File: src/rtl/cnn_tile_pkg.sv
package cnn_tile_pkg;

    // output tile geometry
    localparam int TN = 4;  // output channels per tile
    localparam int TR = 4;  // rows per tile
    localparam int TC = 4;  // columns per tile

    // channels are split evenly over the banks
    localparam int Y_BANKS = 2;

    // words held by one bank
    localparam int BANK_DEPTH = (TN / Y_BANKS) * TR * TC;

    // whole tile, walked bank-major by the outer streams
    localparam int TILE_WORDS = BANK_DEPTH * Y_BANKS;

endpackage

File: src/rtl/ofm_data_pkg.sv
package ofm_data_pkg;
    import cnn_tile_pkg::*;

    localparam int DW = 32;  // psum / result word

    // address and bank select widths, at least one bit each
    localparam int AW = (BANK_DEPTH > 1) ? $clog2(BANK_DEPTH) : 1;
    localparam int BSW = (Y_BANKS > 1) ? $clog2(Y_BANKS) : 1;

    typedef logic [DW-1:0] ofm_word_t;
    typedef logic [AW-1:0] ofm_addr_t;

    // accept cycle to bank write cycle
    localparam int ACC_LATENCY = 2;

endpackage

File: src/rtl/seq_counter.sv
`timescale 1ns/100ps

module seq_counter #(
    parameter int CW = 8,   // counter width
    parameter int MAX = 16  // counts 0 .. MAX-1
) (
    input  logic          clk,
    input  logic          rst_n,
    input  logic          ena,
    output logic [CW-1:0] cnt,
    output logic          wrap
);

    logic at_last;  // sitting on MAX-1

    assign at_last = (cnt == CW'(MAX - 1));
    assign wrap = ena & at_last;  // one pulse per full pass

    always_ff @(posedge clk or negedge rst_n) begin
        if (!rst_n) begin
            cnt <= '0;
        end else if (ena) begin
            if (at_last)
                cnt <= '0;          // back to the first word
            else
                cnt <= cnt + 1'b1;
        end
    end

endmodule

File: src/rtl/dp_ram.sv
`timescale 1ns/100ps

module dp_ram
    import cnn_tile_pkg::*;
    import ofm_data_pkg::*;
(
    input  logic      clk,
    input  logic      wr_ena,
    input  ofm_addr_t wr_addr,
    input  ofm_word_t wr_data,
    input  ofm_addr_t rd_addr,
    output ofm_word_t rd_data
);

    // one bank worth of words, contents undefined until loaded
    ofm_word_t mem [BANK_DEPTH];

    // write port
    always_ff @(posedge clk) begin
        if (wr_ena)
            mem[wr_addr] <= wr_data;
    end

    // registered read, same-address collision gives the old word
    always_ff @(posedge clk) begin
        rd_data <= mem[rd_addr];
    end

endmodule

File: src/rtl/output_fm_bank.sv
`timescale 1ns/100ps

module output_fm_bank
    import cnn_tile_pkg::*;
    import ofm_data_pkg::*;
(
    input  logic      clk,
    input  logic      rst_n,

    // outer load side
    input  logic      wr_ena,
    input  ofm_word_t wr_data,

    // outer store side
    input  logic      rd_ena,
    output ofm_word_t rd_data,

    input  logic      computing_on_going,  // inner side owns the ram

    // inner accumulator side
    input  ofm_addr_t inter_rd_addr,
    output ofm_word_t inter_rd_data,
    input  logic      inter_wr_ena,
    input  ofm_addr_t inter_wr_addr,
    input  ofm_word_t inter_wr_data
);

    logic      ld_ena_q;   // load strobe, delayed one cycle
    ofm_word_t ld_data_q;  // load word, delayed one cycle
    ofm_addr_t ld_addr;    // next load address
    ofm_addr_t st_addr;    // next store address
    logic      ram_wr_ena;
    ofm_addr_t ram_wr_addr;
    ofm_word_t ram_wr_data;
    ofm_addr_t ram_rd_addr;
    ofm_word_t ram_rd_data;

    // load register, the write lands one cycle after the strobe
    always_ff @(posedge clk or negedge rst_n) begin
        if (!rst_n)
            ld_ena_q <= 1'b0;
        else
            ld_ena_q <= wr_ena;
    end

    always_ff @(posedge clk) begin
        ld_data_q <= wr_data;  // payload only
    end

    // load address steps with the actual write
    seq_counter #(
        .CW  (AW),
        .MAX (BANK_DEPTH)
    ) u_ld_cnt (
        .clk   (clk),
        .rst_n (rst_n),
        .ena   (ld_ena_q),
        .cnt   (ld_addr),
        .wrap  ()
    );

    // store address is presented in the strobe cycle
    seq_counter #(
        .CW  (AW),
        .MAX (BANK_DEPTH)
    ) u_st_cnt (
        .clk   (clk),
        .rst_n (rst_n),
        .ena   (rd_ena),
        .cnt   (st_addr),
        .wrap  ()
    );

    // port ownership
    assign ram_wr_ena  = computing_on_going ? inter_wr_ena  : ld_ena_q;
    assign ram_wr_addr = computing_on_going ? inter_wr_addr : ld_addr;
    assign ram_wr_data = computing_on_going ? inter_wr_data : ld_data_q;
    assign ram_rd_addr = computing_on_going ? inter_rd_addr : st_addr;

    dp_ram u_ram (
        .clk     (clk),
        .wr_ena  (ram_wr_ena),
        .wr_addr (ram_wr_addr),
        .wr_data (ram_wr_data),
        .rd_addr (ram_rd_addr),
        .rd_data (ram_rd_data)
    );

    // both sides see the same read word
    assign rd_data       = ram_rd_data;
    assign inter_rd_data = ram_rd_data;

endmodule

File: src/rtl/ofm_stream_ctrl.sv
`timescale 1ns/100ps

module ofm_stream_ctrl
    import cnn_tile_pkg::*;
    import ofm_data_pkg::*;
(
    input  logic                      clk,
    input  logic                      rst_n,

    input  logic                      ld_ena,
    input  ofm_word_t                 ld_data,

    input  logic                      st_ena,
    output ofm_word_t                 st_data,
    output logic                      st_valid,

    output logic      [Y_BANKS-1:0]   bank_wr_ena,
    output ofm_word_t                 bank_wr_data,
    output logic      [Y_BANKS-1:0]   bank_rd_ena,
    input  ofm_word_t [Y_BANKS-1:0]   bank_rd_data
);

    logic           ld_word_wrap;  // last word of the current load bank
    logic           st_word_wrap;  // last word of the current store bank
    logic [BSW-1:0] ld_sel;        // bank taking loads
    logic [BSW-1:0] st_sel;        // bank serving stores
    logic [BSW-1:0] st_sel_q;      // bank whose read data returns now

    // load position, word within bank then bank
    seq_counter #(.CW(AW), .MAX(BANK_DEPTH)) u_ld_word (
        .clk (clk), .rst_n (rst_n), .ena (ld_ena), .cnt (), .wrap (ld_word_wrap)
    );

    seq_counter #(.CW(BSW), .MAX(Y_BANKS)) u_ld_bank (
        .clk (clk), .rst_n (rst_n), .ena (ld_word_wrap), .cnt (ld_sel), .wrap ()
    );

    // store position, same bank-major order
    seq_counter #(.CW(AW), .MAX(BANK_DEPTH)) u_st_word (
        .clk (clk), .rst_n (rst_n), .ena (st_ena), .cnt (), .wrap (st_word_wrap)
    );

    seq_counter #(.CW(BSW), .MAX(Y_BANKS)) u_st_bank (
        .clk (clk), .rst_n (rst_n), .ena (st_word_wrap), .cnt (st_sel), .wrap ()
    );

    // strobe steering, one bank at a time
    always_comb begin
        for (int b = 0; b < Y_BANKS; b++) begin
            bank_wr_ena[b] = ld_ena & (ld_sel == BSW'(b));
            bank_rd_ena[b] = st_ena & (st_sel == BSW'(b));
        end
    end

    assign bank_wr_data = ld_data;  // every bank sees it, only one is strobed

    // read data comes back one cycle after the strobe
    always_ff @(posedge clk or negedge rst_n) begin
        if (!rst_n) begin
            st_valid <= 1'b0;
            st_sel_q <= '0;
        end else begin
            st_valid <= st_ena;
            st_sel_q <= st_sel;
        end
    end

    assign st_data = bank_rd_data[st_sel_q];

endmodule

File: src/rtl/psum_accumulator.sv
`timescale 1ns/100ps

module psum_accumulator
    import cnn_tile_pkg::*;
    import ofm_data_pkg::*;
(
    input  logic                    clk,
    input  logic                    rst_n,

    input  logic                    computing_on_going,

    // partial sum input, lane b for bank b
    input  logic                    psum_valid,
    input  ofm_addr_t               psum_addr,
    input  ofm_word_t [Y_BANKS-1:0] psum_data,

    // bank read, shared address
    output ofm_addr_t               rd_addr,
    input  ofm_word_t [Y_BANKS-1:0] rd_data,

    // bank write, shared address and enable
    output logic                    wr_ena,
    output ofm_addr_t               wr_addr,
    output ofm_word_t [Y_BANKS-1:0] wr_data
);

    logic                    accept;    // item taken this cycle
    logic                    s1_vld;    // stage one, waiting for ram data
    ofm_addr_t               s1_addr;
    ofm_word_t [Y_BANKS-1:0] s1_psum;
    logic                    hit_wr;    // same address one stage ahead
    logic                    hit_last;  // same address written last cycle
    ofm_word_t [Y_BANKS-1:0] base;      // old word, ram or forwarded
    ofm_word_t [Y_BANKS-1:0] sum;
    logic                    last_vld;  // write that just committed
    ofm_addr_t               last_addr;
    ofm_word_t [Y_BANKS-1:0] last_data;

    assign accept  = psum_valid & computing_on_going;
    assign rd_addr = psum_addr;  // read goes out in the accept cycle

    // stage one holds address and lanes while the ram answers
    always_ff @(posedge clk or negedge rst_n) begin
        if (!rst_n)
            s1_vld <= 1'b0;
        else
            s1_vld <= accept;
    end

    always_ff @(posedge clk) begin
        s1_addr <= psum_addr;
        s1_psum <= psum_data;
    end

    // ram data is stale when an older sum to the same address is in flight
    assign hit_wr   = wr_ena & (wr_addr == s1_addr);      // not yet written
    assign hit_last = last_vld & (last_addr == s1_addr);  // written during the read

    always_comb begin
        if (hit_wr)
            base = wr_data;         // newest copy first
        else if (hit_last)
            base = last_data;
        else
            base = rd_data;
        for (int b = 0; b < Y_BANKS; b++)
            sum[b] = base[b] + s1_psum[b];  // wraps mod 2^DW
    end

    // stage two, registered write
    always_ff @(posedge clk or negedge rst_n) begin
        if (!rst_n) begin
            wr_ena   <= 1'b0;
            last_vld <= 1'b0;
        end else begin
            wr_ena   <= s1_vld;
            last_vld <= wr_ena;
        end
    end

    always_ff @(posedge clk) begin
        wr_addr   <= s1_addr;
        wr_data   <= sum;
        last_addr <= wr_addr;  // mirrors the word the ram holds from now on
        last_data <= wr_data;
    end

endmodule

File: src/rtl/output_fm_buffer.sv
`timescale 1ns/100ps

module output_fm_buffer
    import cnn_tile_pkg::*;
    import ofm_data_pkg::*;
(
    input  logic                    clk,
    input  logic                    rst_n,

    // outer streams
    input  logic                    ld_ena,
    input  ofm_word_t               ld_data,
    input  logic                    st_ena,
    output ofm_word_t               st_data,
    output logic                    st_valid,

    // inner accumulate port
    input  logic                    computing_on_going,
    input  logic                    psum_valid,
    input  ofm_addr_t               psum_addr,
    input  ofm_word_t [Y_BANKS-1:0] psum_data
);

    logic      [Y_BANKS-1:0] bank_wr_ena;
    ofm_word_t               bank_wr_data;  // shared load word
    logic      [Y_BANKS-1:0] bank_rd_ena;
    ofm_word_t [Y_BANKS-1:0] bank_rd_data;
    ofm_addr_t               acc_rd_addr;
    ofm_word_t [Y_BANKS-1:0] acc_rd_data;
    logic                    acc_wr_ena;
    ofm_addr_t               acc_wr_addr;
    ofm_word_t [Y_BANKS-1:0] acc_wr_data;

    ofm_stream_ctrl u_stream (
        .clk          (clk),
        .rst_n        (rst_n),
        .ld_ena       (ld_ena),
        .ld_data      (ld_data),
        .st_ena       (st_ena),
        .st_data      (st_data),
        .st_valid     (st_valid),
        .bank_wr_ena  (bank_wr_ena),
        .bank_wr_data (bank_wr_data),
        .bank_rd_ena  (bank_rd_ena),
        .bank_rd_data (bank_rd_data)
    );

    // one bank per channel group, own strobes and own data lane
    for (genvar b = 0; b < Y_BANKS; b++) begin : g_bank
        output_fm_bank u_bank (
            .clk                (clk),
            .rst_n              (rst_n),
            .wr_ena             (bank_wr_ena[b]),
            .wr_data            (bank_wr_data),
            .rd_ena             (bank_rd_ena[b]),
            .rd_data            (bank_rd_data[b]),
            .computing_on_going (computing_on_going),
            .inter_rd_addr      (acc_rd_addr),
            .inter_rd_data      (acc_rd_data[b]),
            .inter_wr_ena       (acc_wr_ena),
            .inter_wr_addr      (acc_wr_addr),
            .inter_wr_data      (acc_wr_data[b])
        );
    end

    psum_accumulator u_acc (
        .clk                (clk),
        .rst_n              (rst_n),
        .computing_on_going (computing_on_going),
        .psum_valid         (psum_valid),
        .psum_addr          (psum_addr),
        .psum_data          (psum_data),
        .rd_addr            (acc_rd_addr),
        .rd_data            (acc_rd_data),
        .wr_ena             (acc_wr_ena),
        .wr_addr            (acc_wr_addr),
        .wr_data            (acc_wr_data)
    );

endmodule

File: config.mk
export PLATFORM = sky130hd
export DESIGN_NAME = output_fm_buffer
export DESIGN_NICKNAME = d
export VERILOG_FILES = /design/src/rtl/cnn_tile_pkg.sv /design/src/rtl/ofm_data_pkg.sv /design/src/rtl/seq_counter.sv /design/src/rtl/dp_ram.sv /design/src/rtl/output_fm_bank.sv /design/src/rtl/ofm_stream_ctrl.sv /design/src/rtl/psum_accumulator.sv /design/src/rtl/output_fm_buffer.sv
export SDC_FILE = /design/constraint.sdc
export NUM_CORES = 2
export LEC_CHECK = 0
export BUFFER_PORTS_ARGS = -buffer_cell sky130_fd_sc_hd__buf_2
export CAP_MARGIN = 20
export CORE_MARGIN = 2
export CORE_UTILIZATION = 50
export DETAILED_ROUTE_END_ITERATION = 8
export PLACE_DENSITY = 0.66
export SYNTH_ARGS = -nofsm -noshare
export SYNTH_HDL_FRONTEND = slang
export SYNTH_SLANG_ARGS = --single-unit
File: constraint.sdc
create_clock -name clk -period 5.35 [get_ports clk]
set_input_delay 0.8025 -clock clk [delete_from_list [all_inputs] [get_ports clk]]
set_output_delay 0.8025 -clock clk [all_outputs]
set_load 0.01 [all_outputs]
* Yosys cells after proc, flatten, opt, wreduce, memory -nomap -nowiden
Memories as Yosys holds them, arrays and structs flattened. A register that Yosys moved wholly into a read port is not among the register bits.
Index checks and enable logic that the tools add are counted.
W data, S select, Z words.
** Storage, ports and cells
- Memories kept :: 2
- Word-level logic and storage cells :: 81
- Output and inout bits :: 33
- Memory bits (writable) :: 2048
- Register bits after elaboration :: 278
** Memory list
- g_bank[0].u_bank.u_ram.mem :: depth 32, width 32, rd ports 1, clocked after memory_dff 1, wr ports 1, RTL line dp_ram.sv:16 : ofm_word_t mem [BANK_DEPTH];
- g_bank[1].u_bank.u_ram.mem :: depth 32, width 32, rd ports 1, clocked after memory_dff 1, wr ports 1, RTL line dp_ram.sv:16
** Cells by class
- Multiplexer cells :: 24
- Equality and inequality tests :: 8
- $lt $le $gt $ge :: 1
- Bitwise logic cells :: 11
- Add/subtract/negate cells :: 10
** Operators with widths (count)
- $mux W32 :: 4
- $mux W64 :: 2
- $add A32 B32 Y32 :: 2
- $mux W5 :: 10
- $add A5 B1 Y5 const B :: 6
- $eq A5 B5 Y1 const B :: 6
- $eq A5 B5 Y1 :: 2
- $and A1 B1 Y1 :: 9
- $mux W1 :: 8
- $add A1 B1 Y1 const B :: 2
- $lt A1 B2 Y1 const B :: 1
- $not A1 Y1 :: 2

* Longest topological paths before layout
- Word-level depth :: 5
- Depth in mapped cells :: 20
- Gate-level depth less buffers :: 16

* Modules after synthesis
A second synthesis with hierarchy kept.
** Second synthesis, totals
- Cell total of the unflattened synthesis :: 5839
- Area total of the unflattened synthesis :: 95602.9 um2
** Modules (own cells, without submodules)
- dp_ram :: area each 40485.1 um2, cells an instance 2260, times used 2, sequential area each 31390.1 um2
- psum_accumulator :: area each 8918.6 um2, cells an instance 887, times used 1, sequential area each 4219.0 um2
- output_fm_bank :: area each 1631.6 um2, cells an instance 113, times used 2, sequential area each 665.6 um2
- seq_counter (g_bank[0].u_bank.u_ld_cnt ...) :: area each 251.5 um2, cells an instance 21, times used 6, sequential area each 125.1 um2
- ofm_stream_ctrl :: area each 859.6 um2, cells an instance 74, times used 1, sequential area each 50.0 um2
- seq_counter (u_stream.u_ld_bank ...) :: area each 41.3 um2, cells an instance 3, times used 2, sequential area each 25.0 um2

* Least setup slack after synthesis
OpenSTA, ideal clock, no wires.
- Path type :: input -> register
- Start point :: input port computing_on_going
- End point :: memory g_bank[0].u_bank.u_ram.mem[0][0] (netlist name) (enable)
- Buffers on the path :: 6
- Cell stages on the path :: 9
- Path slack :: 1.356 ns
- Arrival :: 3.573 ns
- Data required time :: 4.929 ns
- Cells stage by stage :: buf_4 buf_6 buf_2 buf_4 buf_4 buf_2 mux2i_1 nand2_1 nor2_1
** Between the ends
- Longest elaborated chain between the ends :: 3
- Elaborated cells between the ends (all ways) :: 4
** Ends and longest elaborated chain
- start: declaration :: RTL line output_fm_buffer.sv:18 : input logic computing_on_going,
- $mux W1 :: RTL line output_fm_bank.sv:75 : assign ram_wr_ena = computing_on_going ? inter_wr_ena : ld_ena_q;
- $mux W1 :: RTL line dp_ram.sv:20 : if (wr_ena)
- $mux W1 (not written as such) :: RTL line dp_ram.sv:21 : mem[wr_addr] <= wr_data;
- end: declaration :: RTL line dp_ram.sv:16
Parallel ways exist; a longest one is shown, timed or not.

==> results by group <==
Yosys
  – Sequential share of the synthesized area: 70.10%
  – Mapped Nets: 6,484
  – Post-synthesis cell area: 97,770 µm²
  – Syn Inst Count: 6,295
  – Synth Register Bits: 2,390
  – EDFF count, synth: 2,048
  – Warning count from the yosys run: 0
  – Syn avg cell area: 15.53 µm²
  – Asr flop ratio synth: 1.632%
  – Unique masters post-synth: 69
  – Top_reg_cell synth: edfxtp_1

Route
  – Via Count: 58,470
  – Drt first pass iters: 5
  – Total detailed-routing wirelength: 268,700 µm
  – Drt wl/cell: 28.88 µm
  – Initial DRC count: 7,144
  – DRC: 0
  – Final ANT Viol Nets: 0
  – DR vias/cell: 6.282

Placed design
  – Gpl congestion: 0.9080
  – Number of port buffers: 139
  – Dpl hpwl: 161,100 µm
  – # placed instances: 8,736

Power and ir drop
  – Power density cells: 483.1 nW/µm²
  – Switching portion of total power: 30.94%
  – Psw: 16.71 mW
  – Comb power frac: 25.6%
  – VDD IR-drop max: 0.4010 mV
  – Total power: 54.02 mW
  – Seq pwr share: 44.0%
  – P_leak: 37.11 nW
  – Cell-internal power: 37.30 mW
  – Clock power frac: 30.4%

Setup path
  – Worst EP required: 6.13 ns
  – Crit path from: u_acc.s1_addr[2]
  – CP peak stage delay: 0.64 ns
  – Critical-path cell list: xor2_1 -> nor4_1 -> and3_4 -> mux2i_1 -> o21ai_0 -> ha_1 -> inv_1 -> fa_1 -> nand2b_1 -> a21oi_1 -> a21oi_1 -> o31ai_2 -> a211oi_1 -> o31ai_1 -> a21oi_1 -> xnor2_1
  – FF-to-FF Start: u_acc.s1_addr[2]
  – Most frequent CP cell: a21oi_1
  – CP max stage cell: and3_4
  – Crit start category: flip-flop
  – CP max FO: 29
  – Crit. End Element: flip-flop
  – CP Data Arrival Time: 5.41 ns
  – Critical path class: flip-flop to flip-flop

STA
  – Slew Limit Headroom: 23.93%
  – Total negative setup slack: 0 ns
  – RSZ-0062 raised after global routing: false
  – Max-slew violations: 0
  – Worst-Margin Slew: 1.138 ns
  – Final Hold Fails: 0
  – Final hold slack: 0.08033 ns
  – Minimum clock period: 4.622 ns
  – Tcrit/Tclk final: 86.39%
  – # setup viols final: 0
  – Max Freq: 216.4 MHz
  – Setup Skew: 0.07771 ns

Clock network
  – CTS Sinks: 2,390
  – CTS tree: built
  – Clock tree buffer depth: 3
  – Post-CTS resize count: 0
  – CTS Buf Count: 235
  – Skew-Pair Late Insertion Delay: 0.91 ns
  – # H-tree levels: 4
  – Clock Tree Root: clkbuf_16
  – Clock transition at the registers of the reported paths: 0.07 ns

Run status
  – Status: finished clean

Final layout
  – Layout overhead on the synthesized area: 14.36%
  – Most common cell after layout, fill and taps aside: edfxtp_1
  – Fillers: 14,620
  – Share of cells above drive strength 1: 20.06%
  – Post-Layout Cell Count: 9,307
  – Nets@finish: 6,739
  – Fin util: 57.46%
  – Most frequent cells in the layout: edfxtp_1 (2,048), nand2_1 (666), mux4_2 (384), o21ai_0 (358), a21oi_1 (321)

Min path
  – Worst Hold Launch: psum_data[34]
  – Tightest Hold Check Type: input pin to flip-flop

Floorplanning
  – Die W: 446.2 µm
  – Die footprint: 199,100 µm²
  – Rows: 162
  – Die height: 446.2 µm
  – Core Area: 194,600 µm²
  – Starting Density: 50.25%
  – I/O pin count: 140

Global route
  – Antenna violations before repair: 13
  – Global-route wire length before repair: 388,500 µm
  – Gr ovfl total: 0
  – Vias in the first global route: 56,600
  – Largest net degree at the start of global routing: 165
  – GRT Overall Usage: 26.75%

Flow run
  – Max-cap violation count: 0
## flip-flops by register name, summed over array words and instances (netlist names), 10 cells and up
name / flops
g_bank.u_bank.u_st_cnt.cnt: 10
g_bank.u_bank.u_ram.mem: 2048
g_bank.u_bank.ld_data_q: 32
g_bank.u_bank.u_ram.rd_data: 64
g_bank.u_bank.u_ld_cnt.cnt: 10
u_acc.s1_psum: 64
u_acc.last_data: 64
u_acc.wr_data: 64
## stage by stage
| stage | setup slack, ns | cell area [µm²] |
|---|---|---|
| 2_1_floorplan | 1.356 | 97770 |
| 3_3_place_gp | 0.8410 | 102100 |
| 3_5_place_dp | 0.8451 | 102200 |
| 4_1_cts | 0.8372 | 110600 |
| 5_1_grt | 0.4806 | 111800 |
| 6_report | 0.7280 | 111800 |
## kinds of logic (layout without fill, tap and decap cells)
family / after synthesis / after routing / synth area share [%]
DFF: 2390 / 2390 / 70.10
AOI/OAI and AO/OA: 1573 / 1573 / 10.68
and+or+nand+nor: 1096 / 1096 / 4.746
buffers and inverters: 577 / 1041 / 2.588
muxes: 506 / 506 / 10.18
adders and majority gates: 82 / 82 / 1.065
xor gates and xnor gates: 71 / 71 / 0.6360
other: 0 / 6 / 0
## worst paths after layout
check	end	slack (ns)	cells after the start
max reg2reg	u_acc.wr_data[62]	0.73	16
max in group asynchronous	g_bank[0].u_bank.u_st_cnt.cnt[1]	4.35	3
min reg2reg	u_acc.last_data[18]	0.35	0
min	u_acc.s1_psum[34]	0.08	1
min in group asynchronous	u_stream.st_valid	0.51	3
max	u_acc.wr_data[62]	0.73	16
## critical path: cells and delay by family (launching register included)
kind	cells	cell delay, ns
buf+inv	1	0.07
xor+xnor	2	0.30
mux	1	0.14
simple gates	3	1.17
fa+ha+maj	2	0.65
compound gates	7	1.82
flops	1	0.34
## cell type report
type | count | area [µm²] | share of cell area (%)
well taps | 2542 | 3181 | 2.844
clock inverters | 140 | 1468 | 1.313
multi-input cells | 3328 | 27300 | 24.42
diodes | 6 | 15.01 | 0.01343
inverters | 159 | 599.3 | 0.5360
flip-flops and latches | 2390 | 68550 | 61.31
clock buffers | 306 | 6226 | 5.568
repair buffers | 436 | 4476 | 4.003
## power groups by stage
stage          clock network [mW]  registers, mW  logic (mW)
2_1_floorplan                   0           23.3        9.24
3_3_place_gp                    0           24.2        12.9
3_5_place_dp                    0           24.2        13.1
4_1_cts                      16.6           23.8        13.2
5_1_grt                      17.3           23.9        14.9
6_report                     16.4           23.8        13.8
## layer usage
metal / wire length [µm] / global-route usage (%) / part of all wire, % / vias to the layer above
met3: 23720 / 3.940 / 8.8 / 481
met4: 12600 / 11.89 / 4.7 / 6
met2: 124500 / 41.29 / 46 / 2916
li1: - / - / - / 25150
met1: 107900 / 37.99 / 40 / 29920
met5: 37 / 0 / 0.014 / -
## cell usage after synthesis (3+ instances only)
master	instances	area, µm²
a211oi_1	136	1021
a21bo_2	128	1281
a21o_1	21	157.7
a21oi_1	321	1607
a31oi_1	6	37.54
and2_1	4	25.02
and3_1	12	75.07
buf_1	36	135.1
buf_2	122	610.6
buf_4	36	270.3
buf_6	10	112.6
clkbuf_1	213	799.5
dfrtp_1	39	975.9
dfxtp_1	303	6066
edfxtp_1	2048	61500
ha_1	80	1001
inv_1	159	596.8
mux2_2	47	529.3
mux2i_1	73	730.7
mux4_2	384	8648
nand2_1	666	2500
nand2b_1	50	312.8
nand3_1	213	1066
nand3b_1	3	22.52
nand4_1	5	31.28
nor2_1	114	427.9
nor2b_1	8	50.05
nor3_1	9	45.04
nor3b_1	4	30.03
nor4_1	3	18.77
o211ai_1	193	1449
o21a_1	148	1111
o21ai_0	360	1802
o21ai_1	88	440.4
o21bai_1	7	52.55
o221ai_1	128	1121
o22ai_1	4	25.02
o41ai_1	3	26.28
xnor2_1	44	385.4
xor2_1	27	236.5
## repair_timing
| item | 4_1_cts | 5_1_grt |
|---|---|---|
| hold buffers | 75 | 0 |
| setup buffers | 0 | 0 |
| endpoints found under the hold margin | 109 | 0 |
Note: power is estimated with default switching activity, not from simulation.
